File: src/hdl/rd_guard_pkg.sv
// Read guard sizes, register offsets and the status word union
package rd_guard_pkg;

  // Tracking table sizes
  localparam int ID_CAPACITY = 4;
  localparam int ID_W        = 4;
  localparam int NUM_TXN_W   = 4;
  localparam int CNT_W       = 16;
  localparam int IDX_W       = 2;

  // Register bus widths
  localparam int REG_AW = 4;
  localparam int REG_DW = 32;

  // Width of the reset-cause counter
  localparam int RST_CNT_W = 8;

  // Register byte offsets
  localparam logic [REG_AW-1:0] ADDR_STATUS = 4'h0;
  localparam logic [REG_AW-1:0] ADDR_BUDGET = 4'h4;
  localparam logic [REG_AW-1:0] ADDR_RESET  = 4'h8;

  // Latency budget after reset, in cycles
  localparam logic [CNT_W-1:0] BUDGET_RESET = 16'd20;

  // Status word, seen either as the raw bus word or by field
  typedef union packed {
    logic [REG_DW-1:0] raw;
    struct packed {
      logic [REG_DW-ID_W-5:0] rsvd_hi;
      logic [ID_W-1:0]        txn_id;
      logic                   rsvd_b3;
      logic                   irq;
      logic                   rd_timeout;
      logic                   unwanted_rd_resp;
    } fields;
  } rd_status_u;

endpackage

File: src/hdl/rd_id_table.sv
// ID tracking table storage with budget countdown, free-slot and ID match search
`timescale 1ns/1ps

module rd_id_table (
  input  logic                                                    clk_i,
  input  logic                                                    rst_n_i,
  input  logic [rd_guard_pkg::ID_W-1:0]                           ar_id_i,
  input  logic [rd_guard_pkg::ID_W-1:0]                           r_id_i,
  input  logic [rd_guard_pkg::ID_CAPACITY-1:0][rd_guard_pkg::ID_W-1:0]      entry_id_d_i,
  input  logic [rd_guard_pkg::ID_CAPACITY-1:0][rd_guard_pkg::NUM_TXN_W-1:0] entry_num_d_i,
  input  logic [rd_guard_pkg::ID_CAPACITY-1:0][rd_guard_pkg::CNT_W-1:0]     entry_budget_d_i,
  input  logic [rd_guard_pkg::ID_CAPACITY-1:0]                    entry_free_d_i,
  output logic [rd_guard_pkg::ID_CAPACITY-1:0][rd_guard_pkg::ID_W-1:0]      entry_id_q_o,
  output logic [rd_guard_pkg::ID_CAPACITY-1:0][rd_guard_pkg::NUM_TXN_W-1:0] entry_num_q_o,
  output logic [rd_guard_pkg::ID_CAPACITY-1:0][rd_guard_pkg::CNT_W-1:0]     entry_budget_q_o,
  output logic [rd_guard_pkg::ID_CAPACITY-1:0]                    entry_free_q_o,
  output logic                                                    ar_match_o,
  output logic [rd_guard_pkg::IDX_W-1:0]                          ar_match_idx_o,
  output logic                                                    full_o,
  output logic [rd_guard_pkg::IDX_W-1:0]                          free_idx_o,
  output logic                                                    rsp_hit_o,
  output logic [rd_guard_pkg::IDX_W-1:0]                          rsp_idx_o
);

  logic [rd_guard_pkg::ID_CAPACITY-1:0][rd_guard_pkg::CNT_W-1:0] budget_nxt;

  // Countdown only for entries that stay in use across this edge,
  // so a freshly loaded entry keeps its full budget for one cycle
  always_comb begin
    for (int i = 0; i < rd_guard_pkg::ID_CAPACITY; i++) begin
      budget_nxt[i] = entry_budget_d_i[i];
      if (!entry_free_q_o[i] && !entry_free_d_i[i] && (entry_budget_d_i[i] != '0)) begin
        budget_nxt[i] = entry_budget_d_i[i] - 1'b1;
      end
    end
  end

  // Occupancy and open-read counts
  always_ff @(posedge clk_i or negedge rst_n_i) begin
    if (!rst_n_i) begin
      entry_free_q_o <= '1;
      entry_num_q_o  <= '0;
    end else begin
      entry_free_q_o <= entry_free_d_i;
      entry_num_q_o  <= entry_num_d_i;
    end
  end

  // Entry payload, only meaningful while the entry is in use
  always_ff @(posedge clk_i) begin
    entry_id_q_o     <= entry_id_d_i;
    entry_budget_q_o <= budget_nxt;
  end

  // Searches run from the top down so the lowest index wins
  always_comb begin
    full_o         = 1'b1;
    free_idx_o     = '0;
    ar_match_o     = 1'b0;
    ar_match_idx_o = '0;
    rsp_hit_o      = 1'b0;
    rsp_idx_o      = '0;
    for (int i = rd_guard_pkg::ID_CAPACITY - 1; i >= 0; i--) begin
      if (entry_free_q_o[i]) begin
        full_o     = 1'b0;
        free_idx_o = i[rd_guard_pkg::IDX_W-1:0];
      end else begin
        if (entry_id_q_o[i] == ar_id_i) begin
          ar_match_o     = 1'b1;
          ar_match_idx_o = i[rd_guard_pkg::IDX_W-1:0];
        end
        if (entry_id_q_o[i] == r_id_i) begin
          rsp_hit_o = 1'b1;
          rsp_idx_o = i[rd_guard_pkg::IDX_W-1:0];
        end
      end
    end
  end

endmodule

File: src/hdl/rd_txn_manager.sv
// Read transaction manager: table next state, timeout and unwanted response detection
`timescale 1ns/1ps

module rd_txn_manager (
  input  logic                                                    ar_fire_i,
  input  logic                                                    r_done_i,
  input  logic [rd_guard_pkg::ID_W-1:0]                           ar_id_i,
  input  logic [rd_guard_pkg::ID_W-1:0]                           r_id_i,
  input  logic [rd_guard_pkg::CNT_W-1:0]                          budget_i,
  input  logic [rd_guard_pkg::ID_CAPACITY-1:0][rd_guard_pkg::ID_W-1:0]      entry_id_q_i,
  input  logic [rd_guard_pkg::ID_CAPACITY-1:0][rd_guard_pkg::NUM_TXN_W-1:0] entry_num_q_i,
  input  logic [rd_guard_pkg::ID_CAPACITY-1:0][rd_guard_pkg::CNT_W-1:0]     entry_budget_q_i,
  input  logic [rd_guard_pkg::ID_CAPACITY-1:0]                    entry_free_q_i,
  input  logic                                                    ar_match_i,
  input  logic [rd_guard_pkg::IDX_W-1:0]                          ar_match_idx_i,
  input  logic                                                    full_i,
  input  logic [rd_guard_pkg::IDX_W-1:0]                          free_idx_i,
  input  logic                                                    rsp_hit_i,
  input  logic [rd_guard_pkg::IDX_W-1:0]                          rsp_idx_i,
  output logic [rd_guard_pkg::ID_CAPACITY-1:0][rd_guard_pkg::ID_W-1:0]      entry_id_d_o,
  output logic [rd_guard_pkg::ID_CAPACITY-1:0][rd_guard_pkg::NUM_TXN_W-1:0] entry_num_d_o,
  output logic [rd_guard_pkg::ID_CAPACITY-1:0][rd_guard_pkg::CNT_W-1:0]     entry_budget_d_o,
  output logic [rd_guard_pkg::ID_CAPACITY-1:0]                    entry_free_d_o,
  output logic                                                    set_timeout_o,
  output logic                                                    set_unwanted_o,
  output logic                                                    reset_req_o,
  output logic [rd_guard_pkg::ID_W-1:0]                           evt_id_o
);

  always_comb begin
    entry_id_d_o     = entry_id_q_i;
    entry_num_d_o    = entry_num_q_i;
    entry_budget_d_o = entry_budget_q_i;
    entry_free_d_o   = entry_free_q_i;
    set_timeout_o    = 1'b0;
    set_unwanted_o   = 1'b0;
    reset_req_o      = 1'b0;
    evt_id_o         = '0;

    // Any in-use entry with an exhausted budget has timed out
    for (int i = 0; i < rd_guard_pkg::ID_CAPACITY; i++) begin
      if (!entry_free_q_i[i] && (entry_budget_q_i[i] == '0)) begin
        set_timeout_o = 1'b1;
        evt_id_o      = entry_id_q_i[i];
      end
    end

    // Last beat for an ID nobody asked for
    if (r_done_i && !set_timeout_o && !rsp_hit_i) begin
      set_unwanted_o = 1'b1;
      evt_id_o       = r_id_i;
    end

    reset_req_o = set_timeout_o | set_unwanted_o;

    // Enqueue: bump a matching entry, else claim the lowest free slot
    if (ar_fire_i) begin
      if (ar_match_i) begin
        entry_num_d_o[ar_match_idx_i] = entry_num_q_i[ar_match_idx_i] + 1'b1;
      end else if (!full_i) begin
        entry_id_d_o[free_idx_i]     = ar_id_i;
        entry_num_d_o[free_idx_i]    = {{(rd_guard_pkg::NUM_TXN_W-1){1'b0}}, 1'b1};
        entry_budget_d_o[free_idx_i] = budget_i;
        entry_free_d_o[free_idx_i]   = 1'b0;
      end
    end

    // Dequeue works on the enqueued value so a same-cycle AR is not lost
    if (r_done_i && rsp_hit_i && !set_timeout_o) begin
      if (entry_num_d_o[rsp_idx_i] == {{(rd_guard_pkg::NUM_TXN_W-1){1'b0}}, 1'b1}) begin
        entry_id_d_o[rsp_idx_i]     = '0;
        entry_num_d_o[rsp_idx_i]    = '0;
        entry_budget_d_o[rsp_idx_i] = '0;
        entry_free_d_o[rsp_idx_i]   = 1'b1;
      end else begin
        entry_num_d_o[rsp_idx_i] = entry_num_d_o[rsp_idx_i] - 1'b1;
      end
    end

    // Error recovery drops every tracked transaction
    if (reset_req_o) begin
      entry_id_d_o     = '0;
      entry_num_d_o    = '0;
      entry_budget_d_o = '0;
      entry_free_d_o   = '1;
    end
  end

endmodule

File: src/hdl/rd_guard_regs.sv
// Read guard register bank: status, latency budget and reset-cause count
`timescale 1ns/1ps

module rd_guard_regs (
  input  logic                             clk_i,
  input  logic                             rst_n_i,
  input  logic                             reg_we_i,
  input  logic                             reg_re_i,
  input  logic [rd_guard_pkg::REG_AW-1:0]  reg_addr_i,
  input  logic [rd_guard_pkg::REG_DW-1:0]  reg_wdata_i,
  input  logic                             set_timeout_i,
  input  logic                             set_unwanted_i,
  input  logic                             reset_req_i,
  input  logic [rd_guard_pkg::ID_W-1:0]    evt_id_i,
  output logic [rd_guard_pkg::REG_DW-1:0]  reg_rdata_o,
  output logic [rd_guard_pkg::CNT_W-1:0]   budget_o,
  output logic                             irq_o
);

  rd_guard_pkg::rd_status_u status_q, status_d;
  logic [rd_guard_pkg::CNT_W-1:0]     budget_q;
  logic [rd_guard_pkg::RST_CNT_W-1:0] rst_cnt_q, rst_cnt_d;

  // Status: write 1 to clear, hardware events win
  always_comb begin
    status_d = status_q;
    if (reg_we_i && (reg_addr_i == rd_guard_pkg::ADDR_STATUS)) begin
      status_d.raw = status_q.raw & ~reg_wdata_i;
    end
    if (set_timeout_i) begin
      status_d.fields.rd_timeout = 1'b1;
      status_d.fields.irq        = 1'b1;
      status_d.fields.txn_id     = evt_id_i;
    end
    if (set_unwanted_i) begin
      status_d.fields.unwanted_rd_resp = 1'b1;
      status_d.fields.irq              = 1'b1;
      status_d.fields.txn_id           = evt_id_i;
    end
  end

  // Count of table clears, any write zeroes it
  always_comb begin
    rst_cnt_d = rst_cnt_q;
    if (reg_we_i && (reg_addr_i == rd_guard_pkg::ADDR_RESET)) begin
      rst_cnt_d = '0;
    end
    if (reset_req_i) begin
      rst_cnt_d = rst_cnt_q + 1'b1;
    end
  end

  always_ff @(posedge clk_i or negedge rst_n_i) begin
    if (!rst_n_i) begin
      status_q  <= '0;
      budget_q  <= rd_guard_pkg::BUDGET_RESET;
      rst_cnt_q <= '0;
    end else begin
      status_q  <= status_d;
      rst_cnt_q <= rst_cnt_d;
      if (reg_we_i && (reg_addr_i == rd_guard_pkg::ADDR_BUDGET)) begin
        budget_q <= reg_wdata_i[rd_guard_pkg::CNT_W-1:0];
      end
    end
  end

  // Read data follows the address in the strobe cycle
  always_comb begin
    reg_rdata_o = '0;
    if (reg_re_i) begin
      case (reg_addr_i)
        rd_guard_pkg::ADDR_STATUS: reg_rdata_o = status_q.raw;
        rd_guard_pkg::ADDR_BUDGET:
          reg_rdata_o = {{(rd_guard_pkg::REG_DW-rd_guard_pkg::CNT_W){1'b0}}, budget_q};
        rd_guard_pkg::ADDR_RESET:
          reg_rdata_o = {{(rd_guard_pkg::REG_DW-rd_guard_pkg::RST_CNT_W){1'b0}}, rst_cnt_q};
        default: reg_rdata_o = '0;
      endcase
    end
  end

  assign budget_o = budget_q;
  assign irq_o    = status_q.fields.irq;

endmodule

File: src/hdl/rd_guard_top.sv
// Read guard top level joining the ID table, transaction manager and register bank
`timescale 1ns/1ps

module rd_guard_top (
  input  logic                             clk_i,
  input  logic                             rst_n_i,
  input  logic                             ar_valid_i,
  input  logic                             ar_ready_i,
  input  logic [rd_guard_pkg::ID_W-1:0]    ar_id_i,
  input  logic                             r_valid_i,
  input  logic                             r_ready_i,
  input  logic                             r_last_i,
  input  logic [rd_guard_pkg::ID_W-1:0]    r_id_i,
  input  logic                             reg_we_i,
  input  logic                             reg_re_i,
  input  logic [rd_guard_pkg::REG_AW-1:0]  reg_addr_i,
  input  logic [rd_guard_pkg::REG_DW-1:0]  reg_wdata_i,
  output logic [rd_guard_pkg::REG_DW-1:0]  reg_rdata_o,
  output logic                             irq_o
);

  logic ar_fire;
  logic r_done;

  logic [rd_guard_pkg::ID_CAPACITY-1:0][rd_guard_pkg::ID_W-1:0]      entry_id_q, entry_id_d;
  logic [rd_guard_pkg::ID_CAPACITY-1:0][rd_guard_pkg::NUM_TXN_W-1:0] entry_num_q, entry_num_d;
  logic [rd_guard_pkg::ID_CAPACITY-1:0][rd_guard_pkg::CNT_W-1:0]     entry_budget_q;
  logic [rd_guard_pkg::ID_CAPACITY-1:0][rd_guard_pkg::CNT_W-1:0]     entry_budget_d;
  logic [rd_guard_pkg::ID_CAPACITY-1:0]                              entry_free_q, entry_free_d;

  logic                           ar_match, full, rsp_hit;
  logic [rd_guard_pkg::IDX_W-1:0] ar_match_idx, free_idx, rsp_idx;
  logic                           set_timeout, set_unwanted, reset_req;
  logic [rd_guard_pkg::ID_W-1:0]  evt_id;
  logic [rd_guard_pkg::CNT_W-1:0] budget;

  // Address handshake, and the last beat of a response
  assign ar_fire = ar_valid_i & ar_ready_i;
  assign r_done  = r_valid_i & r_ready_i & r_last_i;

  rd_id_table u_id_table (
    .clk_i            (clk_i),
    .rst_n_i          (rst_n_i),
    .ar_id_i          (ar_id_i),
    .r_id_i           (r_id_i),
    .entry_id_d_i     (entry_id_d),
    .entry_num_d_i    (entry_num_d),
    .entry_budget_d_i (entry_budget_d),
    .entry_free_d_i   (entry_free_d),
    .entry_id_q_o     (entry_id_q),
    .entry_num_q_o    (entry_num_q),
    .entry_budget_q_o (entry_budget_q),
    .entry_free_q_o   (entry_free_q),
    .ar_match_o       (ar_match),
    .ar_match_idx_o   (ar_match_idx),
    .full_o           (full),
    .free_idx_o       (free_idx),
    .rsp_hit_o        (rsp_hit),
    .rsp_idx_o        (rsp_idx)
  );

  rd_txn_manager u_txn_manager (
    .ar_fire_i        (ar_fire),
    .r_done_i         (r_done),
    .ar_id_i          (ar_id_i),
    .r_id_i           (r_id_i),
    .budget_i         (budget),
    .entry_id_q_i     (entry_id_q),
    .entry_num_q_i    (entry_num_q),
    .entry_budget_q_i (entry_budget_q),
    .entry_free_q_i   (entry_free_q),
    .ar_match_i       (ar_match),
    .ar_match_idx_i   (ar_match_idx),
    .full_i           (full),
    .free_idx_i       (free_idx),
    .rsp_hit_i        (rsp_hit),
    .rsp_idx_i        (rsp_idx),
    .entry_id_d_o     (entry_id_d),
    .entry_num_d_o    (entry_num_d),
    .entry_budget_d_o (entry_budget_d),
    .entry_free_d_o   (entry_free_d),
    .set_timeout_o    (set_timeout),
    .set_unwanted_o   (set_unwanted),
    .reset_req_o      (reset_req),
    .evt_id_o         (evt_id)
  );

  rd_guard_regs u_regs (
    .clk_i          (clk_i),
    .rst_n_i        (rst_n_i),
    .reg_we_i       (reg_we_i),
    .reg_re_i       (reg_re_i),
    .reg_addr_i     (reg_addr_i),
    .reg_wdata_i    (reg_wdata_i),
    .set_timeout_i  (set_timeout),
    .set_unwanted_i (set_unwanted),
    .reset_req_i    (reset_req),
    .evt_id_i       (evt_id),
    .reg_rdata_o    (reg_rdata_o),
    .budget_o       (budget),
    .irq_o          (irq_o)
  );

endmodule

File: config.mk
export PLATFORM = sky130hd
export DESIGN_NAME = rd_guard_top
export DESIGN_NICKNAME = d
export VERILOG_FILES = /design/src/hdl/rd_guard_pkg.sv /design/src/hdl/rd_id_table.sv /design/src/hdl/rd_txn_manager.sv /design/src/hdl/rd_guard_regs.sv /design/src/hdl/rd_guard_top.sv
export SDC_FILE = /design/constraint.sdc
export NUM_CORES = 1
export LEC_CHECK = 0
export BUFFER_PORTS_ARGS = -buffer_cell sky130_fd_sc_hd__buf_4
export CORE_MARGIN = 8
export CORE_UTILIZATION = 30
export CTS_CLUSTER_SIZE = 25
export DETAILED_ROUTE_END_ITERATION = 8
export PLACE_DENSITY = 0.56
export RECOVER_POWER = 100
export SYNTH_ARGS = -nofsm -noshare
export SYNTH_HDL_FRONTEND = slang
export SYNTH_SLANG_ARGS = --single-unit
export TNS_END_PERCENT = 1
File: constraint.sdc
create_clock -name clk_i -period 6.63 [get_ports clk_i]
set_input_delay 1.326 -clock clk_i [delete_from_list [all_inputs] [get_ports clk_i]]
set_output_delay 1.326 -clock clk_i [all_outputs]
set_load 0.01 [all_outputs]
==> flow_summary.yaml, run 1 <==
finish:
  final_cell_mix: "nand2_1 (146), nor2_1 (135), dfxtp_1 (80)"
  drive_gt1_share_pct: 13.0
  layout-area-overhead-vs-synth_pct: 15.2
  final_common_cell: "nand2_1"
  antennaDiodeCount: 0
  utilization_pct: 34.8
  fin_cells: 1670
  nets: 1279
logic_synthesis:
  syn_nets: 1217
  syn_area_per_cell_um2: 8.49
  syn_inst: 1153
  yosys_warnings: 0
  synth.area.top_cells: "dfrtp_1 (18%), dfxtp_1 (16%), mux2i_1 (6.2%)"
  ys.flop_type: "dfxtp_1"
  yosysSeqAreaShare_pct: 35.9
  async_reset_ff_share_pct: 48.7
  ys_ff_latch: 156
  synth_top_cell_by_area: "dfrtp_1"
  ys_types: 85
  synth_edf_count: 0
  synth_area_mm2: 0.00979
  synth_top_area_share_pct: 17.9
critical_path:
  cp_slowest_cell: "and2_1"
  cp-end-kind: "flop"
  cp_data_arrival_time_ns: 6.24
  max_stage_delay_ns: 0.59
  cp-start-kind: "primary input"
  path_max_fanout: 17
  required_ns: 6.91
  path_class: "in -> reg"
  path_cells: "buf_4, xor2_1, nor3_2, and2_1, o31ai_1, or2_0, xnor2_1, a221oi_1, ha_1, nand2_1, or3_1, o21ai_0, or2_2, ha_1, a31oi_2, o21a_1, a21boi_0, xor2_1, nor2_1"
global_routing:
  grt-busiest-layer: "met2"
  met1_usage_pct: 22.1
  overflow: 0
  met3_usage_pct: 2.51
  met2_usage_pct: 28.6
  grt_max_degree: 77
  grt_pass1_wl_um: 52200
  grt_pass1_vias: 8887
  track_usage_pct: 17.1
  grt_antenna_before_repair: 0
sta:
  skew_ns: 0.0166
  rsz0062_at_grt: "no"
  hold_viol: 0
  fin_crit_ns: 5.96
  fin_crit_sh_pct: 89.8
  max_freq_mhz: 168
  relSlewSlack_pct: -182
  setup_violations: 0
  final.setup.tns_ns: 0
  slew_violations: 89
  tightest_slew_ns: 4.23
pwr:
  p_per_area_mw_per_mm2: 393
  p_leak_nw: 4.31
  p_total_mw: 4.43
  peakVddDrop_mv: 0.166
placed_design:
  port_buffers: 85
  hpwlAfterDp_um: 25300
  place_inst: 1638
  place_congestion: 0.957
floorplan:
  initial_core_util_pct: 30.2
  die_w_um: 197
  ioPinCount: 86
  core_area_mm2: 0.0324
  die_h_um: 197
  dieArea_mm2: 0.0387
  num_rows: 66
clock_network:
  numCtsBuffers: 17
  cts.sinks: 156
  post_cts_buffers: 0
  cts_tree: "done"
  cts.path.max_buffers: 2
  cts_root_buf: "clkbuf_16"
  insertion_delay_ns: 0.43
  cts_resized: 0
  clk_pin_slew_ns: 0.07
  hold_buffers: 0
  htree_levels: 4
run:
  maxCapViolations: 2
detailed_routing:
  vias_per_cell: 5.42
  routed-via-count: 9052
  antenna_left: 0
  dr.pass1.iters: 8
  drt-total-wl_um: 33600
  drcViolationCount: 0
  wl_per_cell_um: 20.1
  drt_iter0_drc: 848
status:
  status: "complete, but fails checks"
  violations: "max-capacitance violations, max-slew violations"
worst_hold_path:
  worstHoldPathType: "reg -> reg"
==> cell families after synthesis <==
kind of cell / count (synthesis) / synth area share [%]
buffers and inverters: 81 / 3.99
AND/OR/NAND/NOR: 494 / 24.4
XOR/XNOR: 82 / 7.33
adder cells (fa/ha/maj): 11 / 1.41
multiplexers: 85 / 9.00
AO/OA/AOI/OAI: 244 / 18.0
flip-flops: 156 / 35.9
==> sequential cells by signal (all words and copies together) (netlist names) <==
signal,cells
u_id_table.entry_num_q_o,16
u_regs.status_q,32
u_id_table.entry_id_q_o,16
u_id_table.entry_budget_q_o,64
u_regs.rst_cnt_q,8
u_id_table.entry_free_q_o,4
u_regs.budget_o,16
==> worst paths after layout <==
path                                                           endpoint  slack [ns]                               startpoint  cells past startpoint
worst max-delay path             u_id_table.entry_budget_q_o[9]$_DFF_P_        0.67                               ar_id_i[2]                     19
worst min-delay path            u_id_table.entry_budget_q_o[15]$_DFF_P_        0.48  u_id_table.entry_budget_q_o[15]$_DFF_P_                      2
worst max register to register   u_id_table.entry_budget_q_o[9]$_DFF_P_        0.74  u_id_table.entry_budget_q_o[19]$_DFF_P_                     14
worst min register to register  u_id_table.entry_budget_q_o[15]$_DFF_P_        0.48  u_id_table.entry_budget_q_o[15]$_DFF_P_                      2
max in group asynchronous                u_regs.budget_o[3]$_DFFE_PN0P_        1.88                                  rst_n_i                      1
min in group asynchronous         u_id_table.entry_num_q_o[5]$_DFF_PN0_        2.37                                  rst_n_i                      1
==> synthesized netlist by cell type (6+ instances only) <==
master,n
a211oi_1,20
a21boi_0,29
a21oi_1,54
a222oi_1,8
a22oi_1,9
and3_1,29
buf_1,7
buf_2,12
buf_4,9
clkbuf_1,38
dfrtp_1,70
dfstp_2,6
dfxtp_1,80
ha_1,11
inv_1,10
mux2_2,24
mux2i_1,61
nand2_1,146
nand2b_1,8
nand3_1,36
nand3b_1,6
nand4_1,8
nor2_1,135
nor3_1,42
nor4_1,12
o211ai_1,7
o21ai_0,42
o31ai_1,9
or2_2,10
or3_1,19
or4_1,8
xnor2_1,54
xor2_1,28
==> report_power, final <==
group | leakage, nW | switching (mW) | internal (mW)
Combinational | 2.35 | 1.09 | 0.735
Sequential | 1.65 | 0.325 | 1.21
Clock | 0.309 | 0.456 | 0.609
Total | 4.31 | 1.88 | 2.56
==> per-layer routing <==
layer / wire [µm] / part of all wire [%] / vias to the layer above
met5: 0 / 0 / -
met4: 1090 / 3.2 / 0
met3: 1540 / 4.6 / 66
met2: 16100 / 48 / 283
met1: 14900 / 44 / 4423
li1: - / - / 4280
==> critical path, delay by kind of cell <==
family | cells | cell delay (ns)
AOI/OAI and AO/OA | 6 | 1.70
and+or+nand+nor | 7 | 2.05
buffers and inverters | 1 | 0.15
adders and majority gates | 2 | 0.49
xor gates and xnor gates | 3 | 0.52
==> metrics by stage <==
step / worst slack (ns) / cell area (µm²) / hold slack [ns]
3_5_place_dp: 0.485 / 10900 / 0.473
3_3_place_gp: 0.496 / 10900 / 0.468
2_1_floorplan: 0.688 / 9790 / 0.443
5_1_grt: 0.180 / 11300 / 0.495
6_report: 0.673 / 11300 / 0.481
4_1_cts: 0.913 / 11500 / 0.487
==> cell type report <==
type                       count  area (µm²)
clock inverter                15         199
timing repair buffer         114         691
tap                          442         553
multi-input combinational    916        5860
inverter                      10        37.5
clock buffer                  17         425
fill                        3454       21100
sequential                   156        3510
Power figures use the tool's default switching activity.
==> inputs of run 2 (changes only) <==
ABC_AREA = 1   (was unset)
CTS_BUF_LIST = sky130_fd_sc_hd__clkbuf_2   (was unset)
==> flow_summary.yaml, run 2 <==
critical_path:
  cp.depth: 27
  path_max_fanout: 25
  required_ns: 7.30
  reg2regPathDepth: 27
  r2r-end: "u_id_table.entry_budget_q_o[44]$_DFF_P_"
  cp-start-kind: "flop"
  cpMostUsedCell: "nand2_1"
  cp_data_arrival_time_ns: 6.19
  critPathTopFamily: "simple AND/OR/NAND/NOR gates"
  max_stage_delay_ns: 0.65
  r2r-start: "u_id_table.entry_free_q_o[1]$_DFF_PN1_"
  crit_buf_inv: 4
  rrSetupSlack_ns: 1.11
  cp-end-kind: "flop"
  cp_slowest_cell: "dfstp_1"
  path_class: "reg -> reg"
floorplan:
  initial_core_util_pct: 30.3
  dieArea_mm2: 0.0433
  die_w_um: 208
  die_h_um: 208
  core_area_mm2: 0.0365
  ioPinCount: 86
  num_rows: 70
placed_design:
  port_buffers: 85
  postPlaceCellArea_mm2: 0.0121
  hpwlAfterDp_um: 27000
  place_congestion: 0.937
run:
  maxCapViolations: 3
sta:
  skew_ns: 0.0607
  relSlewSlack_pct: -43.7
  tightest_slew_ns: 2.16
  final.setup.tns_ns: 0
  max_freq_mhz: 181
  hold_viol: 0
  fin_crit_sh_pct: 83.3
  setup_violations: 0
  slew_violations: 106
  fin_crit_ns: 5.52
  rsz0062_at_grt: "no"
clock_network:
  cts_tree: "done"
  htree_levels: 4
  insertion_delay_ns: 0.81
  cts_root_buf: "clkbuf_2"
  clk_pin_slew_ns: 0.25
  cts.sinks: 156
  cts_resized: 0
  cts.path.max_buffers: 2
  post_cts_buffers: 0
  numCtsBuffers: 17
  hold_buffers: 0
finish:
  drive_gt1_share_pct: 9.00
  nets: 1873
  final_common_cell: "nand2_1"
  reg_top3: "u_id_table.entry_budget_q_o: 64 flops, u_regs.status_q: 32 flops"
  layout-area-overhead-vs-synth_pct: 9.25
  largest_reg_flops: 64
  stdcell_area_mm2: 0.0121
  final_cell_mix: "nand2_1 (593), inv_1 (251), nor2_1 (178)"
  regMostFlops: "u_id_table.entry_budget_q_o"
logic_synthesis:
  yosysSeqAreaShare_pct: 31.7
  synth_edf_count: 0
  syn_area_per_cell_um2: 6.33
  ys_types: 51
  ys_ff_latch: 156
  synth_commonest_cells: "nand2_1 (586), inv_1 (251), nor2_1 (175), o21ai_0 (110), dfxtp_1 (80)"
  synth.area.top_cells: "nand2_1 (20%), dfrtp_1 (16%), dfxtp_1 (14%)"
  synth_area_mm2: 0.0111
  yosys_warnings: 0
  syn_inst: 1749
  async_reset_ff_share_pct: 48.7
  synth_top_area_share_pct: 19.9
  syn_nets: 1813
  synth_top_cell_by_area: "nand2_1"
  synth_most_common_cell: "nand2_1"
  ys.flop_type: "dfxtp_1"
global_routing:
  overflow: 0
  grt_max_degree: 74
  grt_pass1_wl_um: 57100
  grt_pass1_vias: 10592
  track_usage_pct: 16.1
  grt_antenna_before_repair: 1
detailed_routing:
  routed-via-count: 11094
  vias_per_cell: 4.84
  dr.pass1.iters: 5
  antenna_left: 0
  wl_per_cell_um: 15.4
  drt_iter0_drc: 897
  drcViolationCount: 0
  drt-total-wl_um: 35300
status:
  violations: "max-capacitance violations, max-slew violations"
  status: "complete, but fails checks"
worst_hold_path:
  worstHoldPathType: "reg -> reg"
  hold_depth: 2
  min_from: "u_regs.status_q[21]$_DFFE_PN0P_"
  holdPathEnd: "u_regs.status_q[21]$_DFFE_PN0P_"
pwr:
  p_leak_nw: 6.32
  peakVddDrop_mv: 0.129
  p_per_area_mw_per_mm2: 422
-- run 2: changes by cell type after synthesis, moves of 21 or more --
| cell | previous run | this run |
|---|---|---|
| a21boi_0 | 29 | 8 |
| and3_1 | 29 | 0 |
| inv_1 | 10 | 251 |
| mux2i_1 | 61 | 12 |
| nand2_1 | 146 | 586 |
| nand3_1 | 36 | 69 |
| nor2_1 | 135 | 175 |
| nor3_1 | 42 | 16 |
| o21ai_0 | 42 | 110 |
| xnor2_1 | 54 | 9 |
-- run 2: power breakdown --
part / switching, mW / total (mW) / leakage [nW] / internal, mW
registers: 0.243 / 1.51 / 1.62 / 1.27
clock network: 0.397 / 0.546 / 0.128 / 0.148
logic: 2.04 / 3.05 / 4.57 / 1.01
total: 2.68 / 5.11 / 6.32 / 2.43
-- run 2: stage by stage --
stage | hold WS (ns) | utilization, % | power, mW | setup WS, ns | instances
after floorplan | 0.472 | - | 3.85 | 1.41 | 1749
after global placement | 0.481 | 33.1 | 4.57 | 0.720 | 2258
after detailed placement | 0.486 | 33.1 | 4.58 | 0.726 | 2258
after CTS | 0.371 | 33.7 | 5.14 | 1.49 | 2290
after global routing | 0.523 | 33.1 | 5.65 | 0.480 | 2291
final | 0.512 | 33.1 | 5.11 | 1.11 | 2291
-- run 2: worst max-delay path by stage --
| stage | end | slack [ns] | start |
|---|---|---|---|
| final | u_id_table.entry_budget_q_o[44]$_DFF_P_ | 1.11 | u_id_table.entry_free_q_o[1]$_DFF_PN1_ |
| after global routing | u_id_table.entry_budget_q_o[44]$_DFF_P_ | 0.48 | u_id_table.entry_free_q_o[1]$_DFF_PN1_ |
| after CTS | u_id_table.entry_budget_q_o[14]$_DFF_P_ | 1.49 | u_id_table.entry_free_q_o[0]$_DFF_PN1_ |
| after detailed placement | u_id_table.entry_budget_q_o[17]$_DFF_P_ | 0.73 | ar_id_i[1] |
| after global placement | u_id_table.entry_budget_q_o[14]$_DFF_P_ | 0.72 | ar_id_i[3] |
| after floorplan | u_id_table.entry_budget_q_o[30]$_DFF_P_ | 1.41 | ar_id_i[2] |
-- run 2: logic make-up after synthesis --
| group | Yosys count | synth area share [%] |
|---|---|---|
| XOR/XNOR | 35 | 2.77 |
| multiplexers | 21 | 2.00 |
| adder cells (fa/ha/maj) | 11 | 1.24 |
| AND/OR/NAND/NOR | 924 | 35.0 |
| AO/OA/AOI/OAI | 283 | 15.4 |
| buffers and inverters | 319 | 11.9 |
| flip-flops | 156 | 31.7 |
-- run 2: area by class of cell --
cell class | count | area, µm²
inverter | 260 | 976
antenna | 1 | 2.50
sequential | 156 | 3510
clock inverter | 13 | 134
clock buffer | 19 | 95.1
timing repair buffer | 100 | 612
multi-input combinational | 1274 | 6190
fill | 3958 | 24400
tap | 468 | 586
-- run 2: routing by layer --
layer	routed length, µm	GRT usage, %	vias up
met2	16300	26.7	297
met4	521	4.16	0
met3	1740	2.27	33
met5	0	0	-
met1	16700	21.7	5096
li1	-	-	5668
-- run 2: worst min-delay path: stages, from the launching register on --
cell	delay (ns)
dfrtp_1	0.42
inv_1	0.06
a21oi_1	0.04
